**src/source/lfps_settings.svh**
```systemverilog
//////////////////////////////////////////////////
// lfps timing settings
// burst pulse and repeat counts for the send side,
// width and spacing windows for the receive side
// all counts in slow_clk cycles, scaled down
//////////////////////////////////////////////////
`ifndef LFPS_SETTINGS_SVH
`define LFPS_SETTINGS_SVH

// width of every duration counter
`define LFPS_CNT_W 12

// send pulse widths and repeat intervals
`define LFPS_POLL_PULSE 8
`define LFPS_POLL_INTERVAL 40
`define LFPS_PING_PULSE 3
`define LFPS_PING_INTERVAL 200
// exit and wakeup bursts repeat at their own width
`define LFPS_U1EXIT_PULSE 20
`define LFPS_U2LB_PULSE 30
`define LFPS_U3WAKE_PULSE 60

// receive width windows, min inclusive, max exclusive
`define LFPS_POLL_MIN 6
`define LFPS_POLL_MAX 12
`define LFPS_PING_MIN 2
`define LFPS_PING_MAX 5
`define LFPS_RESET_MIN 100
`define LFPS_RESET_MAX 200
`define LFPS_U3_MIN 45
`define LFPS_U3_MAX 80

// spacing windows between paired bursts
// measured from one burst end to the next
`define LFPS_POLL_GAP_MIN 30
`define LFPS_POLL_GAP_MAX 50
`define LFPS_PING_GAP_MIN 150
`define LFPS_PING_GAP_MAX 260

// pipe power state code for P0
`define LFPS_POWERDOWN_P0 2'd0

`endif
```
**src/source/lfps_pkg.sv**
```systemverilog
//////////////////////////////////////////////////
// lfps shared types
// burst kinds and the send/receive fsm encodings
//////////////////////////////////////////////////
package lfps_pkg;

	// burst kinds, in send priority order
	typedef enum logic [2:0] {
		BURST_NONE    = 3'd0,
		BURST_POLL    = 3'd1,
		BURST_PING    = 3'd2,
		BURST_U1EXIT  = 3'd3,
		BURST_U2LB    = 3'd4,
		BURST_U3WAKE  = 3'd5
	} burst_kind_t;

	// send fsm
	typedef enum logic [1:0] {
		SEND_IDLE     = 2'd0,
		SEND_PULSE    = 2'd1,
		SEND_INTERVAL = 2'd2
	} send_state_t;

	// receive fsm
	typedef enum logic [1:0] {
		RECV_IDLE     = 2'd0,
		RECV_BURST    = 2'd1
	} recv_state_t;

endpackage

```
**src/source/lfps_top.sv**
```systemverilog
//////////////////////////////////////////////////
// lfps layer top
// send request decode, send burst timer and
// receive classifier on slow_clk
//////////////////////////////////////////////////
`timescale 1ns/1ps
`include "lfps_settings.svh"

module lfps_top (
	input  logic       slow_clk,
	input  logic       lfps_send_reset_local,
	// send requests
	input  logic       send_poll,
	input  logic       send_ping,
	input  logic       send_u1,
	input  logic       send_u2lb,
	input  logic       send_u3,
	input  logic       training,
	input  logic [1:0] power_state,
	// receiver pipe lines
	input  logic       rx_elecidle,
	input  logic       rx_valid,
	// transmitter pipe lines
	output logic       tx_elecidle,
	output logic       tx_detrx_lpbk,
	output logic       send_ack,
	// receive events
	output logic       recv_active,
	output logic       recv_poll_u1,
	output logic       recv_ping,
	output logic       recv_reset,
	output logic       recv_u3
);

	// decode to timer
	logic                   start;
	logic [`LFPS_CNT_W-1:0] pulse_len;
	logic [`LFPS_CNT_W-1:0] interval_len;

	lfps_send_select send_select_i (
		.send_poll    (send_poll),
		.send_ping    (send_ping),
		.send_u1      (send_u1),
		.send_u2lb    (send_u2lb),
		.send_u3      (send_u3),
		.training     (training),
		.start        (start),
		.pulse_len    (pulse_len),
		.interval_len (interval_len)
	);

	lfps_send_timer send_timer_i (
		.slow_clk              (slow_clk),
		.lfps_send_reset_local (lfps_send_reset_local),
		.start                 (start),
		.pulse_len             (pulse_len),
		.interval_len          (interval_len),
		.power_state           (power_state),
		.tx_elecidle           (tx_elecidle),
		.tx_detrx_lpbk         (tx_detrx_lpbk),
		.send_ack              (send_ack)
	);

	// receive path is independent of the send side
	lfps_recv_classify recv_classify_i (
		.slow_clk              (slow_clk),
		.lfps_send_reset_local (lfps_send_reset_local),
		.rx_elecidle           (rx_elecidle),
		.rx_valid              (rx_valid),
		.recv_active           (recv_active),
		.recv_poll_u1          (recv_poll_u1),
		.recv_ping             (recv_ping),
		.recv_reset            (recv_reset),
		.recv_u3               (recv_u3)
	);

endmodule

```
**src/source/lfps_recv_classify.sv**
```systemverilog
//////////////////////////////////////////////////
// lfps receive classifier
// syncs rx lines, measures burst width and spacing,
// reports polling/u1, ping, warm reset or u3 wakeup
//////////////////////////////////////////////////
`timescale 1ns/1ps
`include "lfps_settings.svh"

module lfps_recv_classify (
	input  logic slow_clk,
	input  logic lfps_send_reset_local,
	input  logic rx_elecidle,
	input  logic rx_valid,
	output logic recv_active,
	output logic recv_poll_u1,
	output logic recv_ping,
	output logic recv_reset,
	output logic recv_u3
);

	// two flop synchronizers
	logic elecidle_1;
	logic elecidle_2;
	logic valid_1;
	logic valid_2;

	lfps_pkg::recv_state_t state;

	logic                   burst_on;
	logic                   burst_end;
	logic [`LFPS_CNT_W-1:0] width;
	logic [`LFPS_CNT_W-1:0] gap;

	// pairing memory
	logic poll_prev;
	logic ping_prev;

	// window hits at burst end
	logic hit_poll;
	logic hit_ping;
	logic hit_reset;
	logic hit_u3;
	logic gap_poll;
	logic gap_ping;

	// half-open window test
	function automatic logic in_win(input logic [`LFPS_CNT_W-1:0] v, input int lo, input int hi);
		return (int'(v) >= lo) && (int'(v) < hi);
	endfunction

	always_ff @(posedge slow_clk) begin
		if (lfps_send_reset_local) begin
			elecidle_1 <= 1'b1;
			elecidle_2 <= 1'b1;
			valid_1    <= 1'b0;
			valid_2    <= 1'b0;
		end else begin
			{elecidle_2, elecidle_1} <= {elecidle_1, rx_elecidle};
			{valid_2, valid_1}       <= {valid_1, rx_valid};
		end
	end

	// lfps seen as squelch open with no valid data
	assign burst_on  = !elecidle_2 && !valid_2;
	assign burst_end = (state == lfps_pkg::RECV_BURST) && !burst_on;

	//////////////////////////////////////////////////
	// width and spacing
	//////////////////////////////////////////////////
	always_ff @(posedge slow_clk) begin
		if (lfps_send_reset_local) begin
			state <= lfps_pkg::RECV_IDLE;
		end else begin
			case (state)
			lfps_pkg::RECV_IDLE: begin
				if (burst_on) begin
					state <= lfps_pkg::RECV_BURST;
				end
			end
			lfps_pkg::RECV_BURST: begin
				if (!burst_on) begin
					state <= lfps_pkg::RECV_IDLE;
				end
			end
			default: state <= lfps_pkg::RECV_IDLE;
			endcase
		end
	end

	// width counts burst cycles, first one included
	always_ff @(posedge slow_clk) begin
		if (state == lfps_pkg::RECV_IDLE) begin
			width <= 1;
		end else if (burst_on && width != '1) begin
			width <= width + 1'b1;
		end
	end

	// spacing from the previous burst end, saturating
	always_ff @(posedge slow_clk) begin
		if (lfps_send_reset_local || burst_end) begin
			gap <= '0;
		end else if (gap != '1) begin
			gap <= gap + 1'b1;
		end
	end

	//////////////////////////////////////////////////
	// classification
	//////////////////////////////////////////////////
	assign hit_poll  = in_win(width, `LFPS_POLL_MIN, `LFPS_POLL_MAX);
	assign hit_ping  = in_win(width, `LFPS_PING_MIN, `LFPS_PING_MAX);
	assign hit_reset = in_win(width, `LFPS_RESET_MIN, `LFPS_RESET_MAX);
	assign hit_u3    = in_win(width, `LFPS_U3_MIN, `LFPS_U3_MAX);
	assign gap_poll  = in_win(gap, `LFPS_POLL_GAP_MIN, `LFPS_POLL_GAP_MAX);
	assign gap_ping  = in_win(gap, `LFPS_PING_GAP_MIN, `LFPS_PING_GAP_MAX);

	always_ff @(posedge slow_clk) begin
		// event outputs are single cycle
		recv_active  <= 1'b0;
		recv_poll_u1 <= 1'b0;
		recv_ping    <= 1'b0;
		recv_reset   <= 1'b0;
		recv_u3      <= 1'b0;
		if (lfps_send_reset_local) begin
			poll_prev <= 1'b0;
			ping_prev <= 1'b0;
		end else if (burst_end) begin
			// any burst breaks an earlier pair
			poll_prev <= hit_poll;
			ping_prev <= hit_ping;
			// polling and ping only count as the second of a pair
			if (hit_poll && poll_prev && gap_poll) begin
				recv_poll_u1 <= 1'b1;
				recv_active  <= 1'b1;
			end
			if (hit_ping && ping_prev && gap_ping) begin
				recv_ping   <= 1'b1;
				recv_active <= 1'b1;
			end
			if (hit_reset) begin
				recv_reset  <= 1'b1;
				recv_active <= 1'b1;
			end
			if (hit_u3) begin
				recv_u3     <= 1'b1;
				recv_active <= 1'b1;
			end
		end
	end

endmodule

```
**src/source/lfps_send_timer.sv**
```systemverilog
//////////////////////////////////////////////////
// lfps send burst timer
// runs one burst: pulse phase on the tx line chosen
// by power state, then the repeat interval, then ack
//////////////////////////////////////////////////
`timescale 1ns/1ps
`include "lfps_settings.svh"

module lfps_send_timer (
	input  logic                   slow_clk,
	input  logic                   lfps_send_reset_local,
	input  logic                   start,
	input  logic [`LFPS_CNT_W-1:0] pulse_len,
	input  logic [`LFPS_CNT_W-1:0] interval_len,
	input  logic [1:0]             power_state,
	output logic                   tx_elecidle,
	output logic                   tx_detrx_lpbk,
	output logic                   send_ack
);

	lfps_pkg::send_state_t state;

	// pulse width remaining
	logic [`LFPS_CNT_W-1:0] pulse_cnt;
	// repeat interval remaining, counts through the pulse too
	logic [`LFPS_CNT_W-1:0] interval_cnt;

	logic in_p0;

	//////////////////////////////////////////////////
	// fsm
	//////////////////////////////////////////////////
	always_ff @(posedge slow_clk) begin
		if (lfps_send_reset_local) begin
			state <= lfps_pkg::SEND_IDLE;
		end else begin
			case (state)
			lfps_pkg::SEND_IDLE: begin
				// lengths only sampled here
				if (start) begin
					state <= lfps_pkg::SEND_PULSE;
				end
			end
			lfps_pkg::SEND_PULSE: begin
				// last pulse cycle
				if (pulse_cnt == 1) begin
					state <= lfps_pkg::SEND_INTERVAL;
				end
			end
			lfps_pkg::SEND_INTERVAL: begin
				// ack cycle, free again next cycle
				if (interval_cnt == 0) begin
					state <= lfps_pkg::SEND_IDLE;
				end
			end
			default: state <= lfps_pkg::SEND_IDLE;
			endcase
		end
	end

	// counters load on accept and run down together
	always_ff @(posedge slow_clk) begin
		if (state == lfps_pkg::SEND_IDLE) begin
			pulse_cnt    <= pulse_len;
			interval_cnt <= interval_len;
		end else begin
			if (state == lfps_pkg::SEND_PULSE) begin
				pulse_cnt <= pulse_cnt - 1'b1;
			end
			interval_cnt <= interval_cnt - 1'b1;
		end
	end

	//////////////////////////////////////////////////
	// tx lines and ack
	//////////////////////////////////////////////////
	assign in_p0 = (power_state == `LFPS_POWERDOWN_P0);

	// P0 bursts go out on detect/loopback, idle stays high
	// lower power states drop electrical idle instead
	assign tx_elecidle   = !((state == lfps_pkg::SEND_PULSE) && !in_p0);
	assign tx_detrx_lpbk = (state == lfps_pkg::SEND_PULSE) && in_p0;

	// one cycle at interval expiry
	assign send_ack = (state == lfps_pkg::SEND_INTERVAL) && (interval_cnt == 0);

endmodule

```
**src/source/lfps_send_select.sv**
```systemverilog
//////////////////////////////////////////////////
// lfps send request decode
// picks one burst kind by fixed priority and looks
// up its pulse width and repeat interval
//////////////////////////////////////////////////
`timescale 1ns/1ps
`include "lfps_settings.svh"

module lfps_send_select (
	input  logic                   send_poll,
	input  logic                   send_ping,
	input  logic                   send_u1,
	input  logic                   send_u2lb,
	input  logic                   send_u3,
	input  logic                   training,
	output logic                   start,
	output logic [`LFPS_CNT_W-1:0] pulse_len,
	output logic [`LFPS_CNT_W-1:0] interval_len
);

	localparam int cnt_w = `LFPS_CNT_W;

	lfps_pkg::burst_kind_t kind;

	// polling wins, then ping, u1, u2/loopback, u3
	always_comb begin
		kind = lfps_pkg::BURST_NONE;
		if (send_poll) begin
			kind = lfps_pkg::BURST_POLL;
		end else if (send_ping) begin
			kind = lfps_pkg::BURST_PING;
		end else if (send_u1) begin
			kind = lfps_pkg::BURST_U1EXIT;
		end else if (send_u2lb) begin
			kind = lfps_pkg::BURST_U2LB;
		end else if (send_u3) begin
			kind = lfps_pkg::BURST_U3WAKE;
		end
	end

	// held off for as long as training runs
	assign start = (kind != lfps_pkg::BURST_NONE) && !training;

	// pulse and interval lookup
	always_comb begin
		case (kind)
		lfps_pkg::BURST_POLL: begin
			pulse_len    = cnt_w'(`LFPS_POLL_PULSE);
			interval_len = cnt_w'(`LFPS_POLL_INTERVAL);
		end
		lfps_pkg::BURST_PING: begin
			pulse_len    = cnt_w'(`LFPS_PING_PULSE);
			interval_len = cnt_w'(`LFPS_PING_INTERVAL);
		end
		// exit bursts repeat at their own width
		lfps_pkg::BURST_U1EXIT: begin
			pulse_len    = cnt_w'(`LFPS_U1EXIT_PULSE);
			interval_len = cnt_w'(`LFPS_U1EXIT_PULSE);
		end
		lfps_pkg::BURST_U2LB: begin
			pulse_len    = cnt_w'(`LFPS_U2LB_PULSE);
			interval_len = cnt_w'(`LFPS_U2LB_PULSE);
		end
		lfps_pkg::BURST_U3WAKE: begin
			pulse_len    = cnt_w'(`LFPS_U3WAKE_PULSE);
			interval_len = cnt_w'(`LFPS_U3WAKE_PULSE);
		end
		default: begin
			pulse_len    = '0;
			interval_len = '0;
		end
		endcase
	end

endmodule

```
**config.mk**
```make
export PLATFORM = sky130hd
export DESIGN_NAME = lfps_top
export DESIGN_NICKNAME = d
export VERILOG_FILES = /design/src/source/lfps_pkg.sv /design/src/source/lfps_top.sv /design/src/source/lfps_recv_classify.sv /design/src/source/lfps_send_timer.sv /design/src/source/lfps_send_select.sv
export VERILOG_INCLUDE_DIRS = /design/src /design/src/source
export SDC_FILE = /design/constraint.sdc
export NUM_CORES = 1
export LEC_CHECK = 0
export BUFFER_PORTS_ARGS = -buffer_cell sky130_fd_sc_hd__buf_2
export CAP_MARGIN = 20
export CORE_MARGIN = 4
export CORE_UTILIZATION = 35
export DETAILED_ROUTE_END_ITERATION = 10
export SLEW_MARGIN = 20
export SYNTH_ARGS = -nofsm -noshare
export SYNTH_HDL_FRONTEND = slang
export SYNTH_SLANG_ARGS = --single-unit
```
**constraint.sdc**
```tcl
create_clock -name slow_clk -period 1.85 [get_ports slow_clk]
set_input_delay 0.0925 -clock slow_clk [delete_from_list [all_inputs] [get_ports slow_clk]]
set_output_delay 0.0925 -clock slow_clk [all_outputs]
set_load 0.005 [all_outputs]
```
# After elaboration in Yosys (flattened, before gate mapping)
# Index checks and enable logic that the tools add are counted.
# W data, S select, Z words.
[totals] output_inout_bits=8 wordCells=107 ff_bits=63
[classes] n_bitwise=1 eq_ne=16 n_mux=24 n_addsub=4 n_lt_le_gt_ge=12 reduce_logical=33
[ops] operator="$pmux W8 S5" count=1
[ops] operator="$mux W12" count=3
[ops] operator="$pmux W6 S5" count=1
[ops] operator="$add A12 B1 Y12 const B" count=2
[ops] operator="$ne A12 B12 Y1 const B" count=2
[ops] operator="$sub A12 B1 Y12 const B" count=2
[ops] operator="$logic_and A1 B1 Y1" count=17
[ops] operator="$mux W3" count=5
[ops] operator="$eq A12 B1 Y1 const B" count=1
[ops] operator="$ge A12 B2 Y1 const B" count=1
[ops] operator="$ge A12 B3 Y1 const B" count=1
[ops] operator="$ge A12 B5 Y1 const B" count=1
[ops] operator="$ge A12 B6 Y1 const B" count=1
[ops] operator="$ge A12 B7 Y1 const B" count=1
[ops] operator="$ge A12 B8 Y1 const B" count=1
[ops] operator="$logic_not A12 Y1" count=1
[ops] operator="$lt A12 B3 Y1 const B" count=1
[ops] operator="$lt A12 B4 Y1 const B" count=1
[ops] operator="$lt A12 B6 Y1 const B" count=1
[ops] operator="$lt A12 B7 Y1 const B" count=1
[ops] operator="$lt A12 B8 Y1 const B" count=1
[ops] operator="$lt A12 B9 Y1 const B" count=1
[ops] operator="$mux W2" count=5
[ops] operator="$mux W1" count=7
[ops] operator="18 further kinds" count=31

# Logic depth before layout (Yosys ltp)
# Gate-level depths: netlist (run 1).
[logic_depth] ltp_word=9 mapped_depth=6

# Hierarchy
# From an unflattened synthesis (run 1), not the netlist that was laid out.
[unflattened] hier_cells=412 area_unflattened_um2=3583.4
[by_module_without_submodules] module="lfps_recv_classify" cells_each=228 area_per_inst_um2=1961.9 n_inst=1
[by_module_without_submodules] module="lfps_send_timer" cells_each=151 area_per_inst_um2=1401.3 n_inst=1
[by_module_without_submodules] module="lfps_send_select" cells_each=33 area_per_inst_um2=220.2 n_inst=1

# Worst setup path before layout (run 1)
# No wires, ideal clock.
[synth_timing] path_kind="register to register" start="register recv_classify_i.valid_2" end="register recv_classify_i.recv_active" t_arrival_ns=1.779 path_stages_with_launch=7 setup_ns=0.058 slack_ns=0.013 synth_period_minus_slack_ns=1.837 t_required_ns=1.792 path_cell_list="dfxtp_1 -> or2_2 -> ha_1 -> or4b_1 -> or3_4 -> a311oi_4 -> or4_1"
[synth_between] elab_chain_len=6
[synth_rtl] item="start: declaration" line_no="lfps_recv_classify.sv:25" rtl="logic valid_2;"
[synth_rtl] item="start signal: assignment" line_no="lfps_recv_classify.sv:59" rtl="{valid_2, valid_1} <= {valid_1, rx_valid};"
[synth_rtl] item="$logic_not A1 Y1" line_no="lfps_recv_classify.sv:64" rtl="assign burst_on = !elecidle_2 && !valid_2;"
[synth_rtl] item="$logic_and A1 B1 Y1" line_no="lfps_recv_classify.sv:64"
[synth_rtl] item="$logic_not A1 Y1" line_no="lfps_recv_classify.sv:65" rtl="assign burst_end = (state == lfps_pkg::RECV_BURST) && !burst_on;"
[synth_rtl] item="$logic_and A1 B1 Y1" line_no="lfps_recv_classify.sv:65"
[synth_rtl] item="net recv_classify_i.burst_end" line_no="lfps_recv_classify.sv:30" rtl="logic burst_end;"
[synth_rtl] item="$not A1 Y1 (no source line)"
[synth_rtl] item="$reduce_or A2 Y1 (no source line)"
[synth_rtl] item="end signal: assignment" line_no="lfps_recv_classify.sv:120" rtl="recv_active <= 1'b0;"
[synth_rtl] item="end signal: assignment" line_no="lfps_recv_classify.sv:135" rtl="recv_active <= 1'b1;"
[synth_rtl] item="end signal: assignment" line_no="lfps_recv_classify.sv:139" rtl="recv_active <= 1'b1;"
[synth_rtl] item="end: declaration" line_no="lfps_recv_classify.sv:14" rtl="output logic recv_active,"
# The timed path passes the listed nets, and every way through them passes these cells.
# A chain may end at the register's enable or synchronous reset.

# Worst setup path in the final report (run 1)
[layout_timing] start="register recv_classify_i.elecidle_2" end="register recv_classify_i.recv_active"
[layout_between] elab_chain_len=6
[layout_rtl] item="start: declaration" line_no="lfps_recv_classify.sv:23" rtl="logic elecidle_2;"
[layout_rtl] item="start signal: assignment" line_no="lfps_recv_classify.sv:58" rtl="{elecidle_2, elecidle_1} <= {elecidle_1, rx_elecidle};"
[layout_rtl] item="$logic_not A1 Y1" line_no="lfps_recv_classify.sv:64"
[layout_rtl] item="$logic_and A1 B1 Y1" line_no="lfps_recv_classify.sv:64"
[layout_rtl] item="$logic_not A1 Y1" line_no="lfps_recv_classify.sv:65"
[layout_rtl] item="$logic_and A1 B1 Y1" line_no="lfps_recv_classify.sv:65"
[layout_rtl] item="net recv_classify_i.burst_end" line_no="lfps_recv_classify.sv:30"
[layout_rtl] item="$not A1 Y1 (no source line)"
[layout_rtl] item="$reduce_or A2 Y1 (no source line)"
# The timed path passes the listed nets, and every way through them passes these cells.

==> results.cfg, run 1 <==
[critical_path]
crit_path_top_delay_cell = or4b_4
critPathTopFamily = simple AND/OR/NAND/NOR gates
crit_arrival_ns = 2.20
crit_chain = or2_4 > ha_4 > or4b_4 > or3_4 > nor4b_4 > or4_1
worst-path-buf-inv = 0
critPathMaxStageDelay_ns = 0.46
critPathKind = flip-flop to flip-flop
critPathLaunchType = flip-flop
cp-end-kind = flip-flop
cp_max_fo = 4
required_ns = 2.14

[floorplan]
die_x_um = 103.3
fp.dieH_um = 103.3
initial_core_util = 0.3628
row_count = 34
io_pins = 20
dieArea_um2 = 10670
fp.coreArea_um2 = 8763

[power]
ir_drop_v = 0.0005089
p_per_area_nw_per_um2 = 914.5
power_mw = 3.427
p_leak_nw = 1.398

[global_route]
grt_pass1_wl_mm = 11.16
antenna_found_initial = 0
grt_max_degree = 16
overflow = 0
grt_usage = 0.1337
grt_pass1_vias = 2501

[logic_synthesis]
synthFlopType = dfxtp_1
ys_seq_area_frac = 0.4282
synth_xor_area_frac = 0.07713
synth_warnings = 0
synth_top_family_by_area = simple AND/OR/NAND/NOR gates
synth-simple-area-share = 0.2684
synth_nets = 376
synth_area_um2 = 3179
yosys_register_bits = 62
synth_edf_count = 12
synth.area.mux_share = 0.006297
async_reset_ff_frac = 0
synthAdderAreaFrac = 0.03935
synth_cell_types = 51
netlist_instances = 354
synth-compound-area-share = 0.1389
avgSynthCellArea_um2 = 8.981

[routing]
highest_layer = met4
route.detailed.drc = 0
wl_mm = 6.638
drt_iter0_drc = 97
postRouteAntennaNets = 0
wl_met1_mm = 3.218
wl_per_cell_um = 13.12
via_per_inst = 5.247
dr_wl_met2_mm = 3.138
drtPass1Iterations = 4
vias = 2655
met3_wirelength_um = 124

[timing]
fmax_mhz = 523.3
fin_crit_sh = 1.033
worst_clock_skew_ns = 0.009336
slew-limit-headroom = 0.4263
tightest_slew_ns = 0.8497
fin_ws_ns = -0.06079
setup-violations-final = 1
hold_viol = 0
rsz0062_at_grt = true
slew_violations = 0
period_minus_slack_ns = 1.911

[cells_and_area]
nFillCells = 896
regArea_um2 = 1364
antenna_cells = 0
stdcell_area_um2 = 3747
multi_input_area_um2 = 1725
post-route-util = 0.4276
drive_above_1_share = 0.1910
nNetsFinal = 415
area.growth.synth_to_final_pct = 17.87

[min_path]
hp-class = input port to flip-flop

[placed_design]
io_buffer_count = 19
place.gp.congestion = 0.8316
dpl.hpwl_mm = 4.756
place_area_um2 = 3513

[cts]
clk_pin_slew_ns = 0.07
h-tree-depth = 3
root_buffer = clkbuf_8
cts_tree = yes
cts_setup_buffers = 0
insertion_delay_ns = 0.35
clk_path_buf_depth = 2
cts_buffers = 9
cts.sinks = 62

[flow_run]
maxCapViolCount = 0

[run_status]
violations = setup timing
status = finished, violations left
power breakdown:
part	switching, mW	internal (mW)	total (mW)
logic	0.383	0.335	0.718
registers	0.124	1.52	1.64
clock network	0.509	0.560	1.07
state kept, by name (all words and copies together), names as in the netlist:
register	count
send_timer_i.interval_cnt	12
recv_classify_i.elecidle_1	1
recv_classify_i.elecidle_2	1
recv_classify_i.valid_2	1
recv_classify_i.recv_active	1
recv_classify_i.recv_reset	1
recv_classify_i.recv_ping	1
recv_classify_i.valid_1	1
recv_classify_i.width	12
send_timer_i.state	2
recv_classify_i.poll_prev	1
recv_classify_i.state	1
recv_classify_i.ping_prev	1
recv_classify_i.recv_poll_u1	1
recv_classify_i.gap	12
recv_classify_i.recv_u3	1
send_timer_i.pulse_cnt	12
stage by stage:
| step | setup WS (ns) | std cells | hold WS (ns) | TNS (ns) |
|---|---|---|---|---|
| 4_1_cts | -0.05873 | 506 | 0.03296 | -0.05873 |
| 5_1_grt | -0.1170 | 506 | 0.06264 | -0.1519 |
| 6_report | -0.06079 | 506 | 0.04757 | -0.06079 |
| 3_5_place_dp | -0.06077 | 488 | 0.2786 | -0.06077 |
| 3_3_place_gp | -0.02685 | 488 | 0.2781 | -0.02685 |
| 2_1_floorplan | 0.01342 | 354 | 0.1963 | 0 |
worst reg2reg max path, delay by kind of cell (launching register included):
kind	cells	cell delay, ns
flip-flops	1	0.32
AND/OR/NAND/NOR	5	1.43
adder cells (fa/ha/maj)	1	0.12
layout make-up:
class	instances	share of cell area
multi-input combinational	259	0.4604
inverter	17	0.01703
clock buffer	15	0.04441
tap	108	0.03606
sequential	62	0.3639
timing repair buffer	44	0.07679
clock inverter	1	0.001336
worst paths after layout:
path / end / slack, ns / from / cells after the start
setup / recovery: recv_classify_i.recv_active / -0.06 / recv_classify_i.elecidle_2 / 6
hold / removal: send_timer_i.state[0] / 0.05 / training / 4
setup reg to reg: recv_classify_i.recv_active / -0.06 / recv_classify_i.elecidle_2 / 6
hold reg to reg: recv_classify_i.elecidle_2 / 0.41 / recv_classify_i.elecidle_1 / 1
layer usage:
metal,GRT usage,vias to the layer above
li1,-,1367
met1,0.1695,1252
met2,0.2097,23
met3,0.02884,13
met4,0.07769,0
met5,0,-
what timing repair did:
item / in CTS / in global routing
hold endpoints to repair: 2 / 0
resized for setup: 1 / 9
hold buffers: 2 / 0
endpoints found under the setup margin: 1 / 7
pin swaps: 0 / 5
layout by cell type (no fill, tap or decap), types with 12 or more instances in the layout:
cell type / instances
xnor2_1: 16
nand2_1: 22
xor2_1: 12
nor3_1: 15
inv_1: 17
buf_4: 23
nor2_1: 34
buf_2: 19
o21ai_0: 17
dfxtp_1: 48
nand3_1: 15
a21oi_1: 23
edfxtp_1: 12
synth_stat cells, drive strengths merged (2+ instances only):
cell	number	area, µm²
a31oi	3	18.77
nor4b	5	58.80
dfxtp	50	1001
or2	5	31.28
nor2	34	127.6
a2111oi	3	26.28
xnor2	16	140.1
nand2	22	82.58
o211a	2	20.02
xor2	12	105.1
ha	10	125.1
nor4	13	87.58
or3	8	55.05
nand4	7	43.79
mux2i	2	20.02
nand2b	2	12.51
nor2b	4	25.02
clkbuf	15	57.55
and4	4	36.29
nor3	15	75.07
a21oi	23	115.1
and3	5	31.28
o311ai	3	26.28
o21ai	18	90.09
nand3	15	75.07
a31o	4	35.03
a211oi	3	22.52
edfxtp	12	360.4
nand3b	3	22.52
or4	4	33.78
inv	17	63.81
nand4b	2	17.52
cell families after synthesis:
| family | Yosys count |
|---|---|
| AND/OR/NAND/NOR | 152 |
| adder cells (fa/ha/maj) | 10 |
| buffers and inverters | 33 |
| XOR/XNOR | 28 |
| AO/OA/AOI/OAI | 67 |
| multiplexers | 2 |
| flip-flops | 62 |
Note: power is estimated with default switching activity, not from simulation.
==> run 2: changes to the inputs <==
--- a/config.mk
+++ b/config.mk
@@ -11,6 +11,8 @@
 export CORE_MARGIN = 4
 export CORE_UTILIZATION = 35
 export DETAILED_ROUTE_END_ITERATION = 10
+export GPL_ROUTABILITY_DRIVEN = 0
+export RECOVER_POWER = 25
 export SLEW_MARGIN = 20
 export SYNTH_ARGS = -nofsm -noshare
 export SYNTH_HDL_FRONTEND = slang
==> run 2 against run 1 <==
Effect of this change:
- the flow still finishes with violations (setup timing)
- register-to-register slack hardly changed
- non-clock buffer count is the same
- utilization down 0.10 points
- via count increased by 0.11%
- power hardly changed
- maximum frequency is essentially flat
- cell area fell by 0.23%
- clock skew is essentially flat
- global-route usage did not move
- die area unchanged
- largest power group unchanged
- highest routed layer unchanged
==> results.cfg, run 2 (synthesis results as in run 1) <==
[run_status]
status = finished, violations left
violations = setup timing

[timing]
rsz0062_at_grt = true
fin_crit_sh = 1.033
hold_viol = 0
setup-violations-final = 1
worst_clock_skew_ns = 0.009334
period_minus_slack_ns = 1.911
fin_ws_ns = -0.06082
slew_violations = 0
slew-limit-headroom = 0.4194
tightest_slew_ns = 0.8600
fin_hold_ws_ns = 0.05300
fmax_mhz = 523.3

[critical_path]
required_ns = 2.14
cp_max_fo = 4
rr_endpoint = recv_classify_i.recv_active
reg2reg_slack_ns = -0.06
cp-end-kind = flip-flop
crit_arrival_ns = 2.20
rr_startpoint = recv_classify_i.elecidle_2
critPathKind = flip-flop to flip-flop
critPathLaunchType = flip-flop
ff2ff_path_depth = 6

[floorplan]
row_count = 34
fp.dieH_um = 103.3
dieArea_um2 = 10670
initial_core_util = 0.3628
die_x_um = 103.3
io_pins = 20
fp.coreArea_um2 = 8763

[cts]
cts.sinks = 62
clk_pin_slew_ns = 0.07
insertion_delay_ns = 0.35
clk_path_buf_depth = 2
cts_buffers = 9
cts_setup_buffers = 0
root_buffer = clkbuf_8
cts_tree = yes
h-tree-depth = 3

[routing]
postRouteAntennaNets = 0
via_per_inst = 5.253
drtPass1Iterations = 4
wl_per_cell_um = 13.15
vias = 2658
route.detailed.drc = 0
drt_iter0_drc = 94
wl_mm = 6.656

[min_path]
hold_depth = 4
hp-class = input port to flip-flop
hold_start = training
min_to = send_timer_i.state[0]

[global_route]
grt_pass1_vias = 2501
grt_usage = 0.1337
overflow = 0
grt_max_degree = 16
grt_pass1_wl_mm = 11.16
antenna_found_initial = 0

[cells_and_area]
final_cell_mix = 48 x dfxtp_1, 34 x nor2_1, 23 x a21oi_1, 22 x nand2_1, 22 x buf_4
antenna_cells = 0
area.growth.synth_to_final_pct = 17.59
instances_no_fill = 506
layout_commonest_cell = dfxtp_1
nNetsFinal = 415
drive_above_1_share = 0.1784

[placed_design]
dpl.hpwl_mm = 4.756
io_buffer_count = 19
dp.cells = 488

[power]
ir_drop_v = 0.0005088
power_mw = 3.426
p_leak_nw = 1.377
p_per_area_nw_per_um2 = 916.3

[flow_run]
maxCapViolCount = 0
## run 2: worst max path at each step
stage,from,endpoint,slack (ns),cells past startpoint
2_1_floorplan,recv_classify_i.valid_2,recv_classify_i.recv_active,0.01,6
3_3_place_gp,recv_classify_i.valid_2,recv_classify_i.recv_active,-0.03,6
3_5_place_dp,recv_classify_i.valid_2,recv_classify_i.recv_active,-0.06,6
4_1_cts,recv_classify_i.elecidle_2,recv_classify_i.recv_active,-0.06,6
5_1_grt,recv_classify_i.valid_2,recv_classify_i.recv_active,-0.12,6
6_report,recv_classify_i.elecidle_2,recv_classify_i.recv_active,-0.06,6
## run 2: cell type report
class / instances / area [µm²]
fillers: 900 / 5025
repair buffers: 44 / 279.0
inverters: 17 / 63.81
flip-flops and latches: 62 / 1364
clock inverters: 1 / 5.005
well taps: 108 / 135.1
multi-input cells: 259 / 1725
clock buffers: 15 / 166.4
## run 2: power breakdown
group	switching, mW	total, mW	leakage (nW)	internal (mW)
clock network	0.508	1.07	0.0877	0.560
registers	0.124	1.64	0.548	1.52
logic	0.384	0.718	0.742	0.334
## run 2: timing repair
action | CTS | global route
hold buffers | 2 | 0
endpoints found under the setup margin | 1 | 7
pin swaps | 0 | 5
hold endpoints to repair | 2 | 0
gates resized for setup | 1 | 9
## run 2: per-stage QoR
| stage | worst slack [ns] | utilization | instance area (µm²) | TNS [ns] |
|---|---|---|---|---|
| 3_3_place_gp | -0.02685 | 0.4009 | 3513 | -0.02685 |
| 2_1_floorplan | 0.01342 | - | 3179 | 0 |
| 4_1_cts | -0.05873 | 0.4232 | 3709 | -0.05873 |
| 3_5_place_dp | -0.06077 | 0.4009 | 3513 | -0.06077 |
| 6_report | -0.06082 | 0.4266 | 3739 | -0.06082 |
| 5_1_grt | -0.1170 | 0.4266 | 3739 | -0.1519 |
## run 2: critical path, stage by stage, from the launching register on
cell and delay [ns]:
dfxtp_2 0.32, or2_4 0.13, ha_4 0.12, or4b_4 0.46, or3_4 0.42, nor4b_4 0.28
or4_1 0.13
## run 2: routing by layer
layer / track usage / share of wire / vias to the layer above / wire length [µm]
met3: 0.02884 / 0.019 / 13 / 124
met5: 0 / 0 / - / 0
met2: 0.2097 / 0.47 / 23 / 3155
met4: 0.07769 / 0.023 / 0 / 156
li1: - / - / 1365 / -
met1: 0.1695 / 0.48 / 1257 / 3219
